**src/gba_pkg.sv**
```systemverilog
// Shared types, I/O register offsets, interrupt bit positions and pad timing
`default_nettype none

package gba_pkg;

    typedef logic [31:0] word_t;
    typedef logic [11:0] addr_t;
    typedef logic [3:0]  sel_t;
    typedef logic [15:0] half_t;
    typedef logic [7:0]  led_t;

    localparam int NUM_IRQ = 14;
    typedef logic [NUM_IRQ-1:0] irq_t;

    // Word offsets inside the I/O space
    localparam addr_t KEYINPUT_OFS = 12'h130;
    localparam addr_t IE_IF_OFS    = 12'h200;
    localparam addr_t IME_OFS      = 12'h208;
    localparam addr_t LED_REG0_OFS = 12'h300;
    localparam addr_t LED_REG1_OFS = 12'h304;
    localparam addr_t LED_REG2_OFS = 12'h308;
    localparam addr_t LED_REG3_OFS = 12'h30C;

    // Interrupt source bit positions in irq_t, IE and IF
    localparam int IRQ_VBLANK   = 0;
    localparam int IRQ_HBLANK   = 1;
    localparam int IRQ_VCOUNT   = 2;
    localparam int IRQ_TIMER0   = 3;
    localparam int IRQ_TIMER1   = 4;
    localparam int IRQ_TIMER2   = 5;
    localparam int IRQ_TIMER3   = 6;
    localparam int IRQ_SERIAL   = 7;
    localparam int IRQ_DMA0     = 8;
    localparam int IRQ_DMA1     = 9;
    localparam int IRQ_DMA2     = 10;
    localparam int IRQ_DMA3     = 11;
    localparam int IRQ_KEYPAD   = 12;
    localparam int IRQ_GAME_PAK = 13;

    // Pad clock timing kept short for simulation
    localparam int PAD_HALF_PERIOD = 4;
    typedef logic [3:0] pad_cnt_t;
    localparam pad_cnt_t PAD_HALF_LAST  = pad_cnt_t'(PAD_HALF_PERIOD - 1);
    localparam pad_cnt_t PAD_LATCH_LAST = pad_cnt_t'(2 * PAD_HALF_PERIOD - 1);

    typedef enum logic [2:0] {
        IDLE,
        LATCH,
        CLK_LOW,
        CLK_HIGH,
        DONE
    } pad_state_t;

endpackage

`default_nettype wire

```
**src/gba_bus_if.sv**
```systemverilog
// Wishbone classic bus interface and interrupt register interface
`timescale 1ns/1ps
`default_nettype none

interface wb_if;
    logic            cyc;
    logic            stb;
    logic            we;
    gba_pkg::addr_t  adr;
    gba_pkg::word_t  dat_w;
    gba_pkg::word_t  dat_r;
    gba_pkg::sel_t   sel;
    logic            ack;

    modport master (output cyc, stb, we, adr, dat_w, sel, input dat_r, ack);
    modport slave  (input cyc, stb, we, adr, dat_w, sel, output dat_r, ack);
endinterface

interface intr_if;
    gba_pkg::half_t  ie_wdata;
    logic            ie_we;
    gba_pkg::half_t  ack_mask;
    logic            ack_we;
    gba_pkg::half_t  ie;
    gba_pkg::half_t  if_flags;
    logic            ime;

    modport regs (output ie_wdata, ie_we, ack_mask, ack_we, ime, input ie, if_flags);
    modport ctrl (input ie_wdata, ie_we, ack_mask, ack_we, ime, output ie, if_flags);
endinterface

`default_nettype wire

```
**src/io_reg_file.sv**
```systemverilog
// Wishbone slave with I/O offset decode, LED registers, IME and IE/IF access
`timescale 1ns/1ps
`default_nettype none

module io_reg_file (
    input  logic           clock,
    input  logic           arst_n,
    wb_if.slave            bus,
    intr_if.regs           intr,
    input  gba_pkg::half_t buttons,
    output gba_pkg::word_t led_regs [4]
);

    gba_pkg::addr_t word_adr;
    gba_pkg::word_t rd_data;
    gba_pkg::word_t ie_merged;
    logic           req;
    logic           wr_req;
    logic           led_hit;
    logic           ie_if_hit;
    logic           ime_q;

    // Byte-lane merge of new write data into an old value
    function automatic gba_pkg::word_t merge_lanes(
        input gba_pkg::word_t old_val,
        input gba_pkg::word_t new_val,
        input gba_pkg::sel_t  lanes
    );
        gba_pkg::word_t res;
        for (int i = 0; i < 4; i++) begin
            res[8*i +: 8] = lanes[i] ? new_val[8*i +: 8] : old_val[8*i +: 8];
        end
        return res;
    endfunction

    // New request only while ack is low, so each access is seen once
    assign req       = bus.cyc && bus.stb && !bus.ack;
    assign wr_req    = req && bus.we;
    assign word_adr  = {bus.adr[11:2], 2'b00};
    assign ie_if_hit = (word_adr == gba_pkg::IE_IF_OFS);

    always_comb begin
        rd_data = '0;
        led_hit = 1'b0;
        case (word_adr)
            gba_pkg::KEYINPUT_OFS: rd_data = {16'h0000, buttons};
            gba_pkg::IE_IF_OFS:    rd_data = {intr.if_flags, intr.ie};
            gba_pkg::IME_OFS:      rd_data = {31'h0, ime_q};
            gba_pkg::LED_REG0_OFS,
            gba_pkg::LED_REG1_OFS,
            gba_pkg::LED_REG2_OFS,
            gba_pkg::LED_REG3_OFS: begin
                rd_data = led_regs[word_adr[3:2]];
                led_hit = 1'b1;
            end
            default: ;
        endcase
    end

    // IE write uses lanes 0-1, IF acknowledge uses lanes 2-3
    assign ie_merged     = merge_lanes({16'h0000, intr.ie}, bus.dat_w, bus.sel);
    assign intr.ie_wdata = ie_merged[15:0];
    assign intr.ie_we    = wr_req && ie_if_hit && (bus.sel[0] || bus.sel[1]);
    assign intr.ack_mask = bus.dat_w[31:16] & {{8{bus.sel[3]}}, {8{bus.sel[2]}}};
    assign intr.ack_we   = wr_req && ie_if_hit && (bus.sel[2] || bus.sel[3]);
    assign intr.ime      = ime_q;

    always_ff @(posedge clock or negedge arst_n) begin
        if (!arst_n) begin
            bus.ack   <= 1'b0;
            bus.dat_r <= '0;
            ime_q     <= 1'b0;
            led_regs  <= '{default: '0};
        end else begin
            bus.ack <= req;
            if (req && !bus.we) begin
                bus.dat_r <= rd_data;
            end
            if (wr_req) begin
                if (led_hit) begin
                    led_regs[word_adr[3:2]] <=
                        merge_lanes(led_regs[word_adr[3:2]], bus.dat_w, bus.sel);
                end
                if (word_adr == gba_pkg::IME_OFS && bus.sel[0]) begin
                    ime_q <= bus.dat_w[0];
                end
            end
        end
    end

endmodule

`default_nettype wire

```
**src/interrupt_controller.sv**
```systemverilog
// Interrupt controller with IE, IF edge capture, write-one-to-clear and nirq
`timescale 1ns/1ps
`default_nettype none

module interrupt_controller (
    input  logic          clock,
    input  logic          arst_n,
    input  gba_pkg::irq_t sources,
    intr_if.ctrl          intr,
    output logic          nirq
);

    gba_pkg::irq_t  src_sync;
    gba_pkg::irq_t  src_prev;
    gba_pkg::half_t rise;
    gba_pkg::half_t clr;
    gba_pkg::half_t ie_q;
    gba_pkg::half_t if_q;

    // One synchronizer stage, then rising edge detect
    assign rise = gba_pkg::half_t'(src_sync & ~src_prev);
    assign clr  = intr.ack_we ? intr.ack_mask : '0;

    always_ff @(posedge clock or negedge arst_n) begin
        if (!arst_n) begin
            src_sync <= '0;
            src_prev <= '0;
        end else begin
            src_sync <= sources;
            src_prev <= src_sync;
        end
    end

    always_ff @(posedge clock or negedge arst_n) begin
        if (!arst_n) begin
            ie_q <= '0;
            if_q <= '0;
        end else begin
            if (intr.ie_we) begin
                ie_q <= intr.ie_wdata;
            end
            // A new edge beats a clear in the same cycle
            if_q <= (if_q & ~clr) | rise;
        end
    end

    // Registered active low request
    always_ff @(posedge clock or negedge arst_n) begin
        if (!arst_n) begin
            nirq <= 1'b1;
        end else begin
            nirq <= !(intr.ime && |(ie_q & if_q));
        end
    end

    assign intr.ie       = ie_q;
    assign intr.if_flags = if_q;

endmodule

`default_nettype wire

```
**src/snes_pad_reader.sv**
```systemverilog
// SNES pad reader FSM driving latch and clock, shifting in sixteen buttons
`timescale 1ns/1ps
`default_nettype none

module snes_pad_reader (
    input  logic           clock,
    input  logic           arst_n,
    input  logic           pad_data,
    output logic           pad_latch,
    output logic           pad_clock,
    output gba_pkg::half_t buttons
);

    gba_pkg::pad_state_t state;
    gba_pkg::pad_cnt_t   cnt;
    logic [3:0]          bit_cnt;
    gba_pkg::half_t      shift_q;

    always_ff @(posedge clock or negedge arst_n) begin
        if (!arst_n) begin
            state   <= gba_pkg::IDLE;
            cnt     <= '0;
            bit_cnt <= '0;
            shift_q <= '0;
            buttons <= '0;
        end else begin
            cnt <= cnt + 1'b1;
            case (state)
                gba_pkg::IDLE: begin
                    cnt   <= '0;
                    state <= gba_pkg::LATCH;
                end
                gba_pkg::LATCH: begin
                    if (cnt == gba_pkg::PAD_LATCH_LAST) begin
                        cnt     <= '0;
                        bit_cnt <= '0;
                        state   <= gba_pkg::CLK_LOW;
                    end
                end
                gba_pkg::CLK_LOW: begin
                    if (cnt == gba_pkg::PAD_HALF_LAST) begin
                        // Sample on the edge where the pad clock rises
                        cnt     <= '0;
                        shift_q <= {pad_data, shift_q[15:1]};
                        state   <= gba_pkg::CLK_HIGH;
                    end
                end
                gba_pkg::CLK_HIGH: begin
                    if (cnt == gba_pkg::PAD_HALF_LAST) begin
                        cnt     <= '0;
                        bit_cnt <= bit_cnt + 1'b1;
                        state   <= (bit_cnt == 4'd15) ? gba_pkg::DONE : gba_pkg::CLK_LOW;
                    end
                end
                gba_pkg::DONE: begin
                    // Wire is active low so a pressed button reads as 1 here
                    buttons <= ~shift_q;
                    state   <= gba_pkg::IDLE;
                end
                default: state <= gba_pkg::IDLE;
            endcase
        end
    end

    assign pad_latch = (state == gba_pkg::LATCH);
    assign pad_clock = (state == gba_pkg::CLK_HIGH);

endmodule

`default_nettype wire

```
**src/led_debug_mux.sv**
```systemverilog
// Debug LED mux selecting a LED register byte or a button byte by switches
`timescale 1ns/1ps
`default_nettype none

module led_debug_mux (
    input  gba_pkg::led_t  sw,
    input  gba_pkg::word_t led_regs [4],
    input  gba_pkg::half_t buttons,
    output gba_pkg::led_t  led
);

    gba_pkg::word_t sel_reg;

    // Upper switch bits pick the register, lower two pick the byte
    assign sel_reg = led_regs[sw[3:2]];

    always_comb begin
        if (sw[7:4] == 4'h0) begin
            led = sel_reg[8*sw[1:0] +: 8];
        end else if (sw[7]) begin
            led = buttons[15:8];
        end else begin
            led = buttons[7:0];
        end
    end

endmodule

`default_nettype wire

```
**src/gba_io_top.sv**
```systemverilog
// Top level of the GBA I/O block connecting bus, interrupts, pad and LEDs
`timescale 1ns/1ps
`default_nettype none

module gba_io_top (
    input  logic           clock,
    input  logic           arst_n,
    input  logic           wb_cyc,
    input  logic           wb_stb,
    input  logic           wb_we,
    input  gba_pkg::addr_t wb_adr,
    input  gba_pkg::word_t wb_dat_w,
    input  gba_pkg::sel_t  wb_sel,
    output gba_pkg::word_t wb_dat_r,
    output logic           wb_ack,
    input  gba_pkg::irq_t  irq_sources,
    output logic           nirq,
    output logic           pad_latch,
    output logic           pad_clock,
    input  logic           pad_data,
    input  gba_pkg::led_t  sw,
    output gba_pkg::led_t  led
);

    gba_pkg::half_t buttons;
    gba_pkg::word_t led_regs [4];

    wb_if   bus ();
    intr_if intr ();

    // External master drives the bus
    assign bus.cyc   = wb_cyc;
    assign bus.stb   = wb_stb;
    assign bus.we    = wb_we;
    assign bus.adr   = wb_adr;
    assign bus.dat_w = wb_dat_w;
    assign bus.sel   = wb_sel;
    assign wb_dat_r  = bus.dat_r;
    assign wb_ack    = bus.ack;

    io_reg_file regs (.clock, .arst_n, .bus(bus.slave), .intr(intr.regs),
                      .buttons, .led_regs);

    interrupt_controller intc (.clock, .arst_n, .sources(irq_sources),
                               .intr(intr.ctrl), .nirq);

    snes_pad_reader pad (.clock, .arst_n, .pad_data, .pad_latch, .pad_clock, .buttons);

    led_debug_mux leds (.sw, .led_regs, .buttons, .led);

endmodule

`default_nettype wire

```
**config.mk**
```make
export PLATFORM = sky130hd
export DESIGN_NAME = gba_io_top
export DESIGN_NICKNAME = d
export VERILOG_FILES = /design/src/gba_pkg.sv /design/src/gba_bus_if.sv /design/src/io_reg_file.sv /design/src/interrupt_controller.sv /design/src/snes_pad_reader.sv /design/src/led_debug_mux.sv /design/src/gba_io_top.sv
export SDC_FILE = /design/constraint.sdc
export NUM_CORES = 1
export LEC_CHECK = 0
export BUFFER_PORTS_ARGS = -buffer_cell sky130_fd_sc_hd__buf_2
export CAP_MARGIN = 20
export CORE_UTILIZATION = 60
export CTS_BUF_LIST = sky130_fd_sc_hd__clkbuf_4 sky130_fd_sc_hd__clkbuf_8
export DETAILED_ROUTE_END_ITERATION = 8
export PLACE_DENSITY = 0.83
export SLEW_MARGIN = 5
export SYNTH_ARGS = -nofsm -noshare
export SYNTH_HDL_FRONTEND = slang
export SYNTH_HIERARCHICAL = 1
export SYNTH_SLANG_ARGS = --single-unit
```
**constraint.sdc**
```tcl
create_clock -name clock -period 3.15 [get_ports clock]
set_clock_uncertainty 0.05 [all_clocks]
set_input_delay 0.315 -clock clock [delete_from_list [all_inputs] [get_ports clock]]
set_output_delay 0.315 -clock clock [all_outputs]
set_load 0.005 [all_outputs]
```
==> results.sh <==
export IMPL_fp_coreArea_um2=21800
export IMPL_htree_levels=2
export IMPL_ys_warn_count=6
export IMPL_setup_slack_ns=0.554
export IMPL_ios=120
export IMPL_fp_dieArea_um2=22800
export IMPL_place_gp_congestion=0.898
export IMPL_synth_cell_area_um2=13300
export IMPL_cts_buffers=44
export IMPL_busiest_layer="met2"
export IMPL_detail_route_antenna_nets=0
export IMPL_power_leakage_nw=7.23
export IMPL_dr_pass1_iters=5
export IMPL_die_w_um=151
export IMPL_drive_gt1_frac=0.385
export IMPL_synth_cell_types=61
export IMPL_fillers=1403
export IMPL_clk_latency_ns=0.57
export IMPL_switching_share=0.236
export IMPL_syn_area_per_cell_um2=13.1
export IMPL_grt_usage=0.312
export IMPL_setup_tns_ns=0
export IMPL_diodes=0
export IMPL_cp_start_kind="register"
export IMPL_rsz0062_at_grt="false"
export IMPL_syn_to_final_growth_pct=14.7
export IMPL_setup_violations=0
export IMPL_grt_pass1_vias=9510
export IMPL_syn_nets=1093
export IMPL_wl_per_cell_um=23.3
export IMPL_path_max_fanout=3
export IMPL_rows=54
export IMPL_critPathCaptureType="primary output"
export IMPL_synthArstFlopShare=1.00
export IMPL_grt_start_max_net_pins=82
export IMPL_status="completed"
export IMPL_cts_root_buf="clkbuf_8"
export IMPL_tritoncts="yes"
export IMPL_post_route_period_util=0.824
export IMPL_hold_viol=0
export IMPL_port_buffers=117
export IMPL_p_sw_w=0.00166
export IMPL_ys_flop_type="dfrtp_1"
export IMPL_ys_ff_latch=266
export IMPL_initial_utilization=0.610
export IMPL_wl_mm=34.1
export IMPL_ir_drop_mv=0.267
export IMPL_vias=9368
export IMPL_seq_area_frac_synth=0.500
export IMPL_finalNetCount=1236
export IMPL_critPathBufInv=1
export IMPL_gr_usage_met1=0.421
export IMPL_fin_crit_ns=2.60
export IMPL_vias_per_cell=6.38
export IMPL_drtIter0Drc=762
export IMPL_cp_slowest_cell="mux4_1"
export IMPL_path_class="reg2out"
export IMPL_dpl_hpwl_mm=23.2
export IMPL_cts_max_path_buffers=3
export IMPL_clkSinkCount=266
export IMPL_cp_top_family="multiplexers"
export IMPL_path_cells="mux4_1, mux2i_1, a221oi_2, buf_2"
export IMPL_dp_slack_ns=0.639
export IMPL_power_density_nw_per_um2=460
export IMPL_slowest_delay_ns=0.53
export IMPL_finalMaxSlewViolations=0
export IMPL_cts_clk_slew_worst_paths_ns=0.06
export IMPL_overflow=0
export IMPL_clkPwrFrac=0.449
export IMPL_drv_cap=0
export IMPL_internal_power_w=0.00536
export IMPL_fmax_mhz=385
export IMPL_synth_edf_count=0
export IMPL_layout_cells_most_common="dfrtp_1"
export IMPL_syn_inst=1015
export IMPL_power_frac_seq=0.493
export IMPL_antenna_found_initial=0
export IMPL_drcViolationCount=0
export IMPL_p_comb_frac=0.058
export IMPL_hold_path_class="in2reg"
export IMPL_grt_pass1_wl_mm=52.8
export IMPL_maxSlewHeadroom=0.412
export IMPL_grtUsageMet3=0.0681
export IMPL_worst_pin_slew_ns=0.882
export IMPL_critPathArrivalTime_ns=2.23
export IMPL_grt_util_met2=0.489
export IMPL_final_cell_mix="dfrtp_1 (265), buf_2 (116), mux2_2 (102)"
export IMPL_fp_dieH_um=151
export IMPL_p_total_w=0.00702
export IMPL_required_ns=2.78
==> sequential cells by signal, indices dropped and copies added, names as in the netlist <==
name	count
intc/src_sync	14
intc/intr.ie	16
regs/bus.dat_r	32
regs/intr.ime	1
intc/nirq	1
pad/cnt	4
regs/bus.ack	1
intc/src_prev	14
pad/buttons	16
pad/state	3
pad/shift_q	16
regs/led_regs	128
intc/intr.if_flags	16
pad/bit_cnt	4
==> worst reg2reg max path: cells and delay by family (launching register included) <==
family | cells | cell delay, ns
flops | 1 | 0.37
fa+ha+maj | 1 | 0.27
simple gates | 2 | 1.28
mux | 1 | 0.44
==> what timing repair did <==
| action | in CTS | in global routing |
|---|---|---|
| resized for setup | 0 | 0 |
| hold endpoints to repair | 93 | 0 |
| setup buffers | 0 | 0 |
| hold buffers | 19 | 0 |
==> synth_stat cells, drive strengths merged (3+ instances only) <==
cell type	number	area share
and2	18	0.0085
nor3	3	0.0015
nand3	6	0.0026
dfrtp	265	0.50
clkbuf	31	0.0090
a221oi	11	0.012
o21ai	86	0.032
mux2i	18	0.014
nor2	11	0.0031
nand2	100	0.028
a22oi	36	0.020
a21oi	3	0.0011
mux4	64	0.11
a211oi	9	0.0060
nand4	15	0.0070
or3b	5	0.0033
or4	3	0.0017
nor2b	11	0.0052
o211ai	15	0.0085
buf	42	0.026
mux2	177	0.16
o21a	3	0.0017
nor4	8	0.0086
inv	50	0.014
==> power by group through the flow <==
stage | sequential [W] | clock [W] | combinational [W]
after global routing | 0.00346 | 0.00334 | 0.000438
after global placement | 0.00352 | 0 | 0.000377
final | 0.00346 | 0.00315 | 0.000407
after detailed placement | 0.00352 | 0 | 0.000384
after floorplan | 0.00352 | 0 | 0.000187
after CTS | 0.00346 | 0.00319 | 0.000404
==> cell families after synthesis <==
family | Yosys count | share of synthesized area
adder cells (fa/ha/maj) | 2 | 0.00188
AO/OA/AOI/OAI | 171 | 0.0868
multiplexers | 259 | 0.283
flip-flops | 266 | 0.500
buffers and inverters | 123 | 0.0487
AND/OR/NAND/NOR | 191 | 0.0773
XOR/XNOR | 3 | 0.00197
==> final cells by class <==
class / count / area [um^2] / share of cell area
clock inverter: 10 / 80.1 / 0.00525
sequential: 266 / 6660 / 0.436
clock buffer: 66 / 833 / 0.0546
tap: 280 / 350 / 0.0229
inverter: 50 / 188 / 0.0123
timing repair buffer: 170 / 1120 / 0.0731
multi-input combinational: 626 / 6040 / 0.396
==> per-layer routing <==
metal	wire length, um	vias up
met5	0	-
met4	1290	0
met3	3200	81
met2	16100	496
met1	13500	4761
li1	-	4030
==> stage by stage <==
stage          instances  instance area [um^2]  utilization  hold slack [ns]
2_1_floorplan       1015                 13300            -          -0.0306
3_3_place_gp        1373                 14200        0.649            0.304
3_5_place_dp        1373                 14200        0.649            0.300
4_1_cts             1468                 15300        0.700           0.0251
5_1_grt             1468                 15300        0.700           0.0387
6_report            1468                 15300        0.700           0.0369
==> worst paths after layout <==
path | slack, ns | cells after the start | end | start
worst max-delay path | 0.55 | 4 | led[7] | regs/led_regs[95]$_DFFE_PN0P_
worst min-delay path | 0.04 | 3 | intc/intr.if_flags[14]$_DFF_PN0_ | wb_dat_w[30]
worst max register to register | 0.62 | 4 | pad/shift_q[12]$_DFFE_PN0P_ | pad/cnt[0]$_DFF_PN0_
worst min register to register | 0.33 | 0 | intc/src_prev[5]$_DFF_PN0_ | intc/src_sync[5]$_DFF_PN0_
max in group asynchronous | 1.86 | 3 | pad/shift_q[9]$_DFFE_PN0P_ | arst_n
min in group asynchronous | 0.28 | 2 | regs/led_regs[85]$_DFFE_PN0P_ | arst_n
No activity file was read; power rests on OpenSTA's default activity.
